===== src/common/target_xbar_pkg.sv =====
package target_xbar_pkg;

	// Bus geometry
	localparam int ADDR_W      = 32;
	localparam int DATA_W      = 32;
	localparam int STRB_W      = 4;
	localparam int NUM_TARGETS = 3;

	typedef logic [ADDR_W-1:0] addr_t;
	typedef logic [DATA_W-1:0] data_t;
	typedef logic [STRB_W-1:0] strb_t;
	typedef logic [1:0]        resp_t;
	typedef logic [1:0]        tgt_sel_t;

	// Subordinate indices
	localparam tgt_sel_t TGT_NIC  = 2'd0;
	localparam tgt_sel_t TGT_CAN  = 2'd1;
	localparam tgt_sel_t TGT_UART = 2'd2;

	// Network controller registers, 128 KiB
	localparam addr_t NIC_BASE  = 32'h0000_0000;
	localparam addr_t NIC_MASK  = 32'h0001_ffff;

	// CAN controller pair, 4 KiB
	localparam addr_t CAN_BASE  = 32'h0002_0000;
	localparam addr_t CAN_MASK  = 32'h0000_0fff;

	// Quad UART, 4 KiB
	localparam addr_t UART_BASE = 32'h0002_1000;
	localparam addr_t UART_MASK = 32'h0000_0fff;

	// AXI response codes
	localparam resp_t RESP_OKAY   = 2'b00;
	localparam resp_t RESP_DECERR = 2'b11;

	// Write routing FSM
	typedef enum logic [1:0] {
		W_IDLE,
		W_ADDR,
		W_RESP,
		W_RET
	} wr_state_t;

	// Read routing FSM
	typedef enum logic [1:0] {
		R_IDLE,
		R_ADDR,
		R_DATA,
		R_RET
	} rd_state_t;

endpackage

===== src/target_xbar/target_xbar_top.sv =====
`timescale 1ns/1ps

module target_xbar_top (
	input  logic                                              core_clk,
	input  logic                                              ext_rst,
	input  logic                                              s_awvalid_i,
	output logic                                              s_awready_o,
	input  target_xbar_pkg::addr_t                            s_awaddr_i,
	input  logic                                              s_wvalid_i,
	output logic                                              s_wready_o,
	input  target_xbar_pkg::data_t                            s_wdata_i,
	input  target_xbar_pkg::strb_t                            s_wstrb_i,
	output logic                                              s_bvalid_o,
	input  logic                                              s_bready_i,
	output target_xbar_pkg::resp_t                            s_bresp_o,
	input  logic                                              s_arvalid_i,
	output logic                                              s_arready_o,
	input  target_xbar_pkg::addr_t                            s_araddr_i,
	output logic                                              s_rvalid_o,
	input  logic                                              s_rready_i,
	output target_xbar_pkg::data_t                            s_rdata_o,
	output target_xbar_pkg::resp_t                            s_rresp_o,
	output logic [target_xbar_pkg::NUM_TARGETS-1:0]           m_awvalid_o,
	input  logic [target_xbar_pkg::NUM_TARGETS-1:0]           m_awready_i,
	output target_xbar_pkg::addr_t                            m_awaddr_o,
	output logic [target_xbar_pkg::NUM_TARGETS-1:0]           m_wvalid_o,
	input  logic [target_xbar_pkg::NUM_TARGETS-1:0]           m_wready_i,
	output target_xbar_pkg::data_t                            m_wdata_o,
	output target_xbar_pkg::strb_t                            m_wstrb_o,
	input  logic [target_xbar_pkg::NUM_TARGETS-1:0]           m_bvalid_i,
	output logic [target_xbar_pkg::NUM_TARGETS-1:0]           m_bready_o,
	input  target_xbar_pkg::resp_t [target_xbar_pkg::NUM_TARGETS-1:0] m_bresp_i,
	output logic [target_xbar_pkg::NUM_TARGETS-1:0]           m_arvalid_o,
	input  logic [target_xbar_pkg::NUM_TARGETS-1:0]           m_arready_i,
	output target_xbar_pkg::addr_t                            m_araddr_o,
	input  logic [target_xbar_pkg::NUM_TARGETS-1:0]           m_rvalid_i,
	output logic [target_xbar_pkg::NUM_TARGETS-1:0]           m_rready_o,
	input  target_xbar_pkg::data_t [target_xbar_pkg::NUM_TARGETS-1:0] m_rdata_i,
	input  target_xbar_pkg::resp_t [target_xbar_pkg::NUM_TARGETS-1:0] m_rresp_i
);
	import target_xbar_pkg::*;

	addr_t    wr_dec_addr;
	tgt_sel_t wr_dec_sel;
	logic     wr_dec_hit;
	addr_t    rd_dec_addr;
	tgt_sel_t rd_dec_sel;
	logic     rd_dec_hit;

	// Write direction
	target_write_route u_write_route (
		.core_clk    (core_clk),
		.ext_rst     (ext_rst),
		.s_awvalid_i (s_awvalid_i),
		.s_awready_o (s_awready_o),
		.s_awaddr_i  (s_awaddr_i),
		.s_wvalid_i  (s_wvalid_i),
		.s_wready_o  (s_wready_o),
		.s_wdata_i   (s_wdata_i),
		.s_wstrb_i   (s_wstrb_i),
		.s_bvalid_o  (s_bvalid_o),
		.s_bready_i  (s_bready_i),
		.s_bresp_o   (s_bresp_o),
		.m_awvalid_o (m_awvalid_o),
		.m_awready_i (m_awready_i),
		.m_awaddr_o  (m_awaddr_o),
		.m_wvalid_o  (m_wvalid_o),
		.m_wready_i  (m_wready_i),
		.m_wdata_o   (m_wdata_o),
		.m_wstrb_o   (m_wstrb_o),
		.m_bvalid_i  (m_bvalid_i),
		.m_bready_o  (m_bready_o),
		.m_bresp_i   (m_bresp_i),
		.dec_addr_o  (wr_dec_addr),
		.dec_sel_i   (wr_dec_sel),
		.dec_hit_i   (wr_dec_hit)
	);

	target_addr_decode u_wr_decode (
		.addr_i (wr_dec_addr),
		.sel_o  (wr_dec_sel),
		.hit_o  (wr_dec_hit)
	);

	// Read direction
	target_read_route u_read_route (
		.core_clk    (core_clk),
		.ext_rst     (ext_rst),
		.s_arvalid_i (s_arvalid_i),
		.s_arready_o (s_arready_o),
		.s_araddr_i  (s_araddr_i),
		.s_rvalid_o  (s_rvalid_o),
		.s_rready_i  (s_rready_i),
		.s_rdata_o   (s_rdata_o),
		.s_rresp_o   (s_rresp_o),
		.m_arvalid_o (m_arvalid_o),
		.m_arready_i (m_arready_i),
		.m_araddr_o  (m_araddr_o),
		.m_rvalid_i  (m_rvalid_i),
		.m_rready_o  (m_rready_o),
		.m_rdata_i   (m_rdata_i),
		.m_rresp_i   (m_rresp_i),
		.dec_addr_o  (rd_dec_addr),
		.dec_sel_i   (rd_dec_sel),
		.dec_hit_i   (rd_dec_hit)
	);

	target_addr_decode u_rd_decode (
		.addr_i (rd_dec_addr),
		.sel_o  (rd_dec_sel),
		.hit_o  (rd_dec_hit)
	);

endmodule


===== src/target_xbar/target_read_route.sv =====
`timescale 1ns/1ps

module target_read_route (
	input  logic                                              core_clk,
	input  logic                                              ext_rst,
	input  logic                                              s_arvalid_i,
	output logic                                              s_arready_o,
	input  target_xbar_pkg::addr_t                            s_araddr_i,
	output logic                                              s_rvalid_o,
	input  logic                                              s_rready_i,
	output target_xbar_pkg::data_t                            s_rdata_o,
	output target_xbar_pkg::resp_t                            s_rresp_o,
	output logic [target_xbar_pkg::NUM_TARGETS-1:0]           m_arvalid_o,
	input  logic [target_xbar_pkg::NUM_TARGETS-1:0]           m_arready_i,
	output target_xbar_pkg::addr_t                            m_araddr_o,
	input  logic [target_xbar_pkg::NUM_TARGETS-1:0]           m_rvalid_i,
	output logic [target_xbar_pkg::NUM_TARGETS-1:0]           m_rready_o,
	input  target_xbar_pkg::data_t [target_xbar_pkg::NUM_TARGETS-1:0] m_rdata_i,
	input  target_xbar_pkg::resp_t [target_xbar_pkg::NUM_TARGETS-1:0] m_rresp_i,
	output target_xbar_pkg::addr_t                            dec_addr_o,
	input  target_xbar_pkg::tgt_sel_t                         dec_sel_i,
	input  logic                                              dec_hit_i
);
	import target_xbar_pkg::*;

	rd_state_t              state_q;
	tgt_sel_t               sel_q;
	logic [NUM_TARGETS-1:0] sel_onehot;
	addr_t                  ar_addr_q;
	data_t                  rdata_q;
	resp_t                  rresp_q;
	logic                   ar_fire;
	logic                   ar_xfer;
	logic                   r_xfer;

	assign s_arready_o = (state_q == R_IDLE);
	assign ar_fire     = s_arvalid_i && s_arready_o;

	// Decode happens on the capture edge
	assign dec_addr_o = s_araddr_i;

	assign sel_onehot  = NUM_TARGETS'(1) << sel_q;
	assign m_arvalid_o = (state_q == R_ADDR) ? sel_onehot : '0;
	assign m_rready_o  = (state_q == R_DATA) ? sel_onehot : '0;
	assign m_araddr_o  = ar_addr_q;

	assign ar_xfer = (state_q == R_ADDR) && m_arready_i[sel_q];
	assign r_xfer  = (state_q == R_DATA) && m_rvalid_i[sel_q];

	// Returned beat, held until the manager takes it
	assign s_rvalid_o = (state_q == R_RET);
	assign s_rdata_o  = rdata_q;
	assign s_rresp_o  = rresp_q;

	always_ff @(posedge core_clk or posedge ext_rst) begin
		if (ext_rst) begin
			state_q <= R_IDLE;
			sel_q   <= TGT_NIC;
		end else begin
			case (state_q)
				R_IDLE: begin
					if (ar_fire) begin
						sel_q   <= dec_sel_i;
						state_q <= dec_hit_i ? R_ADDR : R_RET;
					end
				end
				R_ADDR: begin
					if (ar_xfer) begin
						state_q <= R_DATA;
					end
				end
				R_DATA: begin
					if (r_xfer) begin
						state_q <= R_RET;
					end
				end
				R_RET: begin
					if (s_rready_i) begin
						state_q <= R_IDLE;
					end
				end
				default: state_q <= R_IDLE;
			endcase
		end
	end

	always_ff @(posedge core_clk) begin
		if (ar_fire) begin
			ar_addr_q <= s_araddr_i;
		end
		if (ar_fire && !dec_hit_i) begin
			// Miss returns zero data
			rdata_q <= '0;
			rresp_q <= RESP_DECERR;
		end else if (r_xfer) begin
			rdata_q <= m_rdata_i[sel_q];
			rresp_q <= m_rresp_i[sel_q];
		end
	end

endmodule


===== src/target_xbar/target_write_route.sv =====
`timescale 1ns/1ps

module target_write_route (
	input  logic                                              core_clk,
	input  logic                                              ext_rst,
	input  logic                                              s_awvalid_i,
	output logic                                              s_awready_o,
	input  target_xbar_pkg::addr_t                            s_awaddr_i,
	input  logic                                              s_wvalid_i,
	output logic                                              s_wready_o,
	input  target_xbar_pkg::data_t                            s_wdata_i,
	input  target_xbar_pkg::strb_t                            s_wstrb_i,
	output logic                                              s_bvalid_o,
	input  logic                                              s_bready_i,
	output target_xbar_pkg::resp_t                            s_bresp_o,
	output logic [target_xbar_pkg::NUM_TARGETS-1:0]           m_awvalid_o,
	input  logic [target_xbar_pkg::NUM_TARGETS-1:0]           m_awready_i,
	output target_xbar_pkg::addr_t                            m_awaddr_o,
	output logic [target_xbar_pkg::NUM_TARGETS-1:0]           m_wvalid_o,
	input  logic [target_xbar_pkg::NUM_TARGETS-1:0]           m_wready_i,
	output target_xbar_pkg::data_t                            m_wdata_o,
	output target_xbar_pkg::strb_t                            m_wstrb_o,
	input  logic [target_xbar_pkg::NUM_TARGETS-1:0]           m_bvalid_i,
	output logic [target_xbar_pkg::NUM_TARGETS-1:0]           m_bready_o,
	input  target_xbar_pkg::resp_t [target_xbar_pkg::NUM_TARGETS-1:0] m_bresp_i,
	output target_xbar_pkg::addr_t                            dec_addr_o,
	input  target_xbar_pkg::tgt_sel_t                         dec_sel_i,
	input  logic                                              dec_hit_i
);
	import target_xbar_pkg::*;

	wr_state_t              state_q;
	logic                   aw_got_q;
	logic                   w_got_q;
	logic                   aw_pend_q;
	logic                   w_pend_q;
	tgt_sel_t               sel_q;
	logic [NUM_TARGETS-1:0] sel_onehot;
	addr_t                  aw_addr_q;
	data_t                  w_data_q;
	strb_t                  w_strb_q;
	resp_t                  bresp_q;
	logic                   aw_fire;
	logic                   w_fire;
	logic                   both_in;
	logic                   aw_xfer;
	logic                   w_xfer;
	logic                   b_xfer;

	// Manager side, each beat accepted once per transaction
	assign s_awready_o = (state_q == W_IDLE) && !aw_got_q;
	assign s_wready_o  = (state_q == W_IDLE) && !w_got_q;
	assign aw_fire     = s_awvalid_i && s_awready_o;
	assign w_fire      = s_wvalid_i && s_wready_o;
	assign both_in     = (aw_got_q || aw_fire) && (w_got_q || w_fire);

	// Decode the live address when aw and w complete on the same edge
	assign dec_addr_o = aw_got_q ? aw_addr_q : s_awaddr_i;

	// Subordinate side
	assign sel_onehot  = NUM_TARGETS'(1) << sel_q;
	assign m_awvalid_o = aw_pend_q ? sel_onehot : '0;
	assign m_wvalid_o  = w_pend_q ? sel_onehot : '0;
	assign m_bready_o  = (state_q == W_RESP) ? sel_onehot : '0;
	assign m_awaddr_o  = aw_addr_q;
	assign m_wdata_o   = w_data_q;
	assign m_wstrb_o   = w_strb_q;

	assign aw_xfer = aw_pend_q && m_awready_i[sel_q];
	assign w_xfer  = w_pend_q && m_wready_i[sel_q];
	assign b_xfer  = (state_q == W_RESP) && m_bvalid_i[sel_q];

	assign s_bvalid_o = (state_q == W_RET);
	assign s_bresp_o  = bresp_q;

	always_ff @(posedge core_clk or posedge ext_rst) begin
		if (ext_rst) begin
			state_q   <= W_IDLE;
			aw_got_q  <= 1'b0;
			w_got_q   <= 1'b0;
			aw_pend_q <= 1'b0;
			w_pend_q  <= 1'b0;
			sel_q     <= TGT_NIC;
		end else begin
			case (state_q)
				W_IDLE: begin
					if (both_in) begin
						aw_got_q <= 1'b0;
						w_got_q  <= 1'b0;
						sel_q    <= dec_sel_i;
						if (dec_hit_i) begin
							aw_pend_q <= 1'b1;
							w_pend_q  <= 1'b1;
							state_q   <= W_ADDR;
						end else begin
							// Unmapped, answer directly
							state_q <= W_RET;
						end
					end else begin
						if (aw_fire) begin
							aw_got_q <= 1'b1;
						end
						if (w_fire) begin
							w_got_q <= 1'b1;
						end
					end
				end
				W_ADDR: begin
					if (aw_xfer) begin
						aw_pend_q <= 1'b0;
					end
					if (w_xfer) begin
						w_pend_q <= 1'b0;
					end
					if ((!aw_pend_q || aw_xfer) && (!w_pend_q || w_xfer)) begin
						state_q <= W_RESP;
					end
				end
				W_RESP: begin
					if (b_xfer) begin
						state_q <= W_RET;
					end
				end
				W_RET: begin
					if (s_bready_i) begin
						state_q <= W_IDLE;
					end
				end
				default: state_q <= W_IDLE;
			endcase
		end
	end

	// Captured beats and held response
	always_ff @(posedge core_clk) begin
		if (aw_fire) begin
			aw_addr_q <= s_awaddr_i;
		end
		if (w_fire) begin
			w_data_q <= s_wdata_i;
			w_strb_q <= s_wstrb_i;
		end
		if ((state_q == W_IDLE) && both_in && !dec_hit_i) begin
			bresp_q <= RESP_DECERR;
		end else if (b_xfer) begin
			bresp_q <= m_bresp_i[sel_q];
		end
	end

endmodule


===== src/target_xbar/target_addr_decode.sv =====
`timescale 1ns/1ps

module target_addr_decode (
	input  target_xbar_pkg::addr_t    addr_i,
	output target_xbar_pkg::tgt_sel_t sel_o,
	output logic                      hit_o
);
	import target_xbar_pkg::*;

	logic nic_hit;
	logic can_hit;
	logic uart_hit;

	// Window match ignores the offset bits inside the window
	assign nic_hit  = (addr_i & ~NIC_MASK) == NIC_BASE;
	assign can_hit  = (addr_i & ~CAN_MASK) == CAN_BASE;
	assign uart_hit = (addr_i & ~UART_MASK) == UART_BASE;

	// Windows do not overlap, so the order here is arbitrary
	always_comb begin
		sel_o = TGT_NIC;
		if (can_hit) begin
			sel_o = TGT_CAN;
		end
		if (uart_hit) begin
			sel_o = TGT_UART;
		end
	end

	assign hit_o = nic_hit | can_hit | uart_hit;

endmodule


===== config.mk =====
export PLATFORM = sky130hd
export DESIGN_NAME = target_xbar_top
export DESIGN_NICKNAME = d
export VERILOG_FILES = /design/src/common/target_xbar_pkg.sv /design/src/target_xbar/target_xbar_top.sv /design/src/target_xbar/target_read_route.sv /design/src/target_xbar/target_write_route.sv /design/src/target_xbar/target_addr_decode.sv
export SDC_FILE = /design/constraint.sdc
export NUM_CORES = 1
export LEC_CHECK = 0
export ABC_AREA = 1
export BUFFER_PORTS_ARGS = -buffer_cell sky130_fd_sc_hd__buf_4
export CAP_MARGIN = 40
export CORE_ASPECT_RATIO = 1.75
export CORE_MARGIN = 2
export CORE_UTILIZATION = 30
export CTS_CLUSTER_DIAMETER = 80
export DETAILED_ROUTE_END_ITERATION = 10
export GPL_ROUTABILITY_DRIVEN = 0
export GPL_TIMING_DRIVEN = 1
export SLEW_MARGIN = 20
export SYNTH_ARGS = -nofsm -noshare
export SYNTH_HDL_FRONTEND = slang
export SYNTH_SLANG_ARGS = --single-unit

===== constraint.sdc =====
create_clock -name core_clk -period 3.65 [get_ports core_clk]
set_input_delay 0 -clock core_clk [delete_from_list [all_inputs] [get_ports core_clk]]
set_output_delay 0 -clock core_clk [all_outputs]
set_load 0.05 [all_outputs]

# Word-level counts from Yosys, hierarchy flattened
# Cells that the tools add are included.
[word_totals]
register_bits = 148
word_cells = 132
input_bits = 230
output_inout_bits = 156
[classes]
reduce_logical = 40
n_lt_le_gt_ge = 2
bitwise = 4
shifts = 2
mux = 48
eq_ne = 21
[op_table]
columns = ["operator", "n"]
rows = [
  ["== test 20 x 6 -> 1 bit, second input constant", 4],
  ["binary-select mux 32 bit (select 2 bit)", 1],
  ["logical NOT 32 bit", 2],
  ["2-to-1 mux 32 bit", 2],
  ["2-to-1 mux 2 bit", 14],
  ["!= test 2 x 1 -> 1 bit, second input constant", 10],
  ["case mux 2 bit (4 select lines)", 2],
  ["AND reduction 4 bit", 4],
  ["logical AND 1 bit", 15],
  ["2-to-1 mux 1 bit", 15],
  ["2-to-1 mux 3 bit", 5],
  ["binary-select mux 1 bit (select 2 bit)", 5],
  ["binary-select mux 2 bit (select 2 bit)", 2],
  ["== test 2 bit, second input constant", 4],
  ["AND reduction 2 bit", 4],
  ["logical NOT 1 bit", 6],
  ["< comparator 2 x 3 -> 1 bit, second input constant", 2],
  ["nonzero test 2 bit", 3],
  ["left shift 1 x 2 -> 3 bit, first input constant", 2],
  ["== test 2 x 1 -> 1 bit, second input constant", 2],
  ["logical NOT 2 bit", 2],
  ["logical OR 1 bit", 4],
  ["OR 1 bit", 4],
  ["case mux 1 bit (2 select lines)", 2],
  ["!= test 2 bit, second input constant", 1],
]

# Logic depth before layout (Yosys ltp)
[logic_depth]
ltp_word = 7
mapped_depth = 12
ltp_nobuf = 12

# Modules after synthesis
# A second synthesis with hierarchy kept.
[unflattened]
cells_unflattened = 848
hier_area_um2 = 7119.3
[by_module_without_submodules]
columns = ["mod", "n_inst", "area_each_um2", "cells_each"]
rows = [
  ["target_read_route", 1, 3606.0, 491],
  ["target_write_route", 1, 3220.6, 291],
  ["target_addr_decode", 2, 146.4, 33],
]

# Least setup slack after synthesis
# No wires, ideal clock.
[synth_path]
kind = "register -> register"
from = "register u_write_route.state_q[0]"
to = "register u_write_route.w_data_q[0], in the netlist u_write_route.m_wdata_o[0], enable pin"
synth_period_minus_slack_ns = 3.815
arrival_time_ns = 3.341
stages_incl_launch_ff = 5
slack_ns = -0.165
t_required_ns = 3.176
setup_time_ns = 0.474
n_path_buf = 0
path_cell_list = "dfrtp_1 > inv_1 > ha_1 > inv_2 > nor3_1"
[synth_via]
elab_chain_cells = 3
[synth_lines]
columns = ["item", "line_no", "rtl"]
rows = [
  ["start, declared", "target_write_route.sv:32", "wr_state_t state_q;"],
  ["start signal, assigned", "target_write_route.sv:78", "state_q <= W_IDLE;"],
  ["start signal, assigned", "target_write_route.sv:94", "state_q <= W_ADDR;"],
  ["start signal, assigned", "target_write_route.sv:97", "state_q <= W_RET;"],
  ["logical NOT 2 bit", "target_write_route.sv:52", "assign s_wready_o = (state_q == W_IDLE) && !w_got_q;"],
  ["logical AND 1 bit", "target_write_route.sv:52", ""],
  ["logical AND 1 bit", "target_write_route.sv:54", "assign w_fire = s_wvalid_i && s_wready_o;"],
  ["named net u_write_route.w_fire", "target_write_route.sv:44", "logic w_fire;"],
  ["end signal, assigned", "target_write_route.sv:140", "w_data_q <= s_wdata_i;"],
  ["end, declared", "target_write_route.sv:40", "data_t w_data_q;"],
]
# The timed path passes the listed nets, and every way through them passes these cells.
# A chain may end at the register's enable or synchronous reset.

# Final worst setup path
[layout_path]
from = "register u_read_route.sel_q[1]"
to = "register u_read_route.rresp_q[0], in the netlist u_read_route.s_rresp_o[0]"
[layout_via]
elab_chain_cells = 3
[layout_lines]
columns = ["item", "line_no", "rtl"]
rows = [
  ["start, declared", "target_read_route.sv:27", "tgt_sel_t sel_q;"],
  ["start signal, assigned", "target_read_route.sv:63", "sel_q <= dec_sel_i;"],
  ["binary-select mux 1 bit (select 2 bit)", "target_read_route.sv:48", "assign r_xfer = (state_q == R_DATA) && m_rvalid_i[sel_q];"],
  ["2-to-1 mux 1 bit (implied by the code)", "target_read_route.sv:48", ""],
  ["logical AND 1 bit", "target_read_route.sv:48", ""],
  ["end signal, assigned", "target_read_route.sv:97", "rresp_q <= m_rresp_i[sel_q];"],
  ["end, declared", "target_read_route.sv:31", "resp_t rresp_q;"],
]
# Parallel ways exist; a longest one is shown, timed or not. The select of a mux whose other input is x is not followed.

==> results.yml <==
status:
  status: "completed"
timing:
  drv_slew: 0
  setup-violations-final: 0
  whs_ns: 0.03649
  finClkSkew_ns: 0.01239
  fmax_mhz: 371.7
  rsz0062_at_grt: "false"
  period_share_pct: 73.71
  final_hold_viol_count: 0
  relSlewSlack_pct: 56.89
  totalNegativeSetupSlack_ns: 0
  layout_min_cycle_time_ns: 2.691
  tightest_slew_ns: 0.6457
place:
  post-dp-hpwl_um: 17460
  numPortBuffers: 385
critical_path:
  crit_start: "u_read_route.sel_q[1]"
  cp_max_fo: 40
  cp.required_ns: 3.97
  worstSetupStartpointType: "flop"
  cp-end-kind: "flop"
  r2r-end: "u_read_route.s_rresp_o[0]"
  reg2regPathDepth: 10
  worstReg2RegStart: "u_read_route.sel_q[1]"
  ff2ff_setup_slack_ns: 0.96
  critPathKind: "reg -> reg"
  arrival_ns: 3.01
floorplan:
  core-area_sq_um: 21410
  die_h_um: 198.7
  die_width_um: 115.3
  start_util_pct: 30.37
  fp.dieArea_sq_um: 22910
  num_rows: 71
  pin_count: 386
detailed_routing:
  top_layer_used: "met4"
  wirelength_um: 23260
  wl_met3_um: 1972
  wl_met2_um: 12350
  drtPass1Iterations: 4
  ant_nets: 0
  vias_per_cell: 4.466
  routed-via-count: 6561
  wl_met1_um: 8133
  drcViolationCount: 0
  initialDrtViolationCount: 241
  post_drt_wl_per_cell_um: 15.83
power:
  leakagePower_nw: 5.356
  power.clock.fraction_pct: 24.8
  power.share.switching_pct: 41.29
  p_int_mw: 4.355
  vdd_ir_drop_max_mv: 0.3613
  seq_power_share_pct: 32.2
  powerDensity_nw_per_um2: 650.5
  combPwrFrac_pct: 43.0
  power.switching_mw: 3.062
synthesis:
  yosysWarnings: 0
  seq_area_frac_synth_pct: 61.89
  yosys.cell_types.count: 32
  synth.top_cell.area_share_pct: 46.19
  ys_top_cells_by_count: "nand2_1, edfxtp_1, nor2_1, inv_1, nand3_1"
  ys_ff_latch: 148
  syn_inst: 668
  syn_area_per_cell_sq_um: 9.732
  synth_top_flop_cell: "edfxtp_1"
  async_flop_share_pct: 8.108
  syn-num-nets: 907
  synthesis.area_sq_um: 6501
  yosysMostFrequentCell: "nand2_1"
  synth_edf_count: 100
  yosysTopAreaCell: "edfxtp_1"
  synth.area.top_cells: "edfxtp_1, dfxtp_1, nand2_1"
global_routing:
  first_global_vias: 6666
  antenna_found_initial: 0
  grt_max_degree: 41
  grt-ovfl-total: 0
  track_usage_pct: 19.57
  grt_pass1_wl_um: 34080
cts:
  clockBufferDepth: 2
  cts_resized: 0
  cts_tree: "built"
  cts_buffers: 17
  root_buffer: "clkbuf_16"
  clock_sinks: 148
  path_clk_slew_ns: 0.07
  clk_latency_ns: 0.43
  cts_max_level: 4
worst_hold_path:
  worstHoldStart: "m_rdata_i[83]"
  hold_path_depth: 6
  min_path_type: "in -> reg"
  holdPathEnd: "u_read_route.s_rdata_o[19]"
cells_and_area:
  nets: 1403
  area_growth_pct: 75.39
  num_antenna_cells: 0
  drive_gt1_share_pct: 37.13
flow_run:
  maxCapViolations: 0
==> layout make-up <==
class / instances / area (sq um)
fillers: 1971 / 10010
clock inverters: 13 / 172.7
clock buffers: 19 / 432.9
multi-input cells: 418 / 2064
flip-flops and latches: 148 / 4024
inverters: 77 / 289.0
well taps: 292 / 365.4
repair buffers: 502 / 4054
==> timing repair <==
action                    4_1_cts  5_1_grt
buffers inserted                0        0
hold buffers                  109        0
hold endpoints to repair      118        0
==> registers in the layout, summed over array words and instances (netlist names) <==
| register | cells |
|---|---|
| u_read_route.m_araddr_o | 32 |
| u_read_route.s_rdata_o | 32 |
| u_read_route.s_rresp_o | 2 |
| u_read_route.sel_q | 2 |
| u_read_route.state_q | 2 |
| u_write_route.aw_got_q | 1 |
| u_write_route.aw_pend_q | 1 |
| u_write_route.m_awaddr_o | 32 |
| u_write_route.m_wdata_o | 32 |
| u_write_route.m_wstrb_o | 4 |
| u_write_route.s_bresp_o | 2 |
| u_write_route.sel_q | 2 |
| u_write_route.state_q | 2 |
| u_write_route.w_got_q | 1 |
| u_write_route.w_pend_q | 1 |
==> critical path, stage by stage, from the launching register on <==
cell and delay [ns]:
dfrtp_1 0.43, inv_2 0.50, nor2_4 0.05, nand2_2 0.08, nand3_2 0.07, nand2_2 0.43, buf_12 0.27, inv_2 0.05
nand2_1 0.06, nand3_1 0.07, dlygate4sd3_1 0.55
==> metal layers <==
layer | GRT usage [%] | vias up
li1 | - | 3224
met1 | 19.03 | 2954
met2 | 36.88 | 342
met3 | 5.789 | 41
met4 | 9.326 | 0
met5 | 0 | -
==> power by group through the flow <==
stage          Sequential (mW)  Combinational [mW]  Clock [mW]
2_1_floorplan             3.38                1.12           0
3_3_place_gp              2.42                3.07           0
3_5_place_dp              2.42                3.10           0
4_1_cts                   2.40                3.21        1.89
5_1_grt                   2.43                3.42        1.94
6_report                  2.39                3.19        1.84
==> kinds of logic after synthesis <==
logic type | after synthesis | synth area share [%]
AOI/OAI and AO/OA | 84 | 8.487
adders and majority gates | 9 | 1.732
buffers and inverters | 102 | 6.640
and+or+nand+nor | 325 | 21.25
DFF | 148 | 61.89
==> worst max-delay path by stage <==
stage | end | slack (ns) | depth (start not counted)
after global placement | u_read_route.s_rdata_o[19] | 1.41 | 10
after detailed placement | u_read_route.s_rdata_o[23] | 1.36 | 9
after global routing | u_read_route.s_rresp_o[0] | 0.73 | 10
after CTS | u_read_route.s_rresp_o[0] | 0.92 | 10
after floorplan | u_write_route.m_awaddr_o[0] | 0.11 | 4
final | u_read_route.s_rresp_o[0] | 0.96 | 10
==> cell usage in the layout, fill, tap and decap left out, drive strengths merged, types with 11 or more instances in the layout <==
cell | netlist | layout
a21o | 32 | 32
buf | 15 | 393
nor2 | 88 | 88
nand2 | 159 | 159
dlygate4sd3 | 0 | 109
clkbuf | 10 | 19
dfxtp | 36 | 36
o21ai | 11 | 11
nand3 | 55 | 55
dfrtp | 12 | 12
inv | 75 | 80
edfxtp | 100 | 100
a31oi | 32 | 32
==> through the flow <==
| step | utilization [%] | cells | setup slack (ns) | power [mW] | area [sq um] |
|---|---|---|---|---|---|
| floorplan | - | 668 | 0.1105 | 4.502 | 6506 |
| global placement | 45.33 | 1328 | 1.412 | 5.490 | 9706 |
| detailed placement | 45.33 | 1328 | 1.364 | 5.522 | 9706 |
| CTS | 53.26 | 1469 | 0.9220 | 7.501 | 11400 |
| global route | 53.26 | 1469 | 0.7287 | 7.795 | 11400 |
| finish | 53.26 | 1469 | 0.9595 | 7.417 | 11400 |
(Power assumes the default switching activity.)
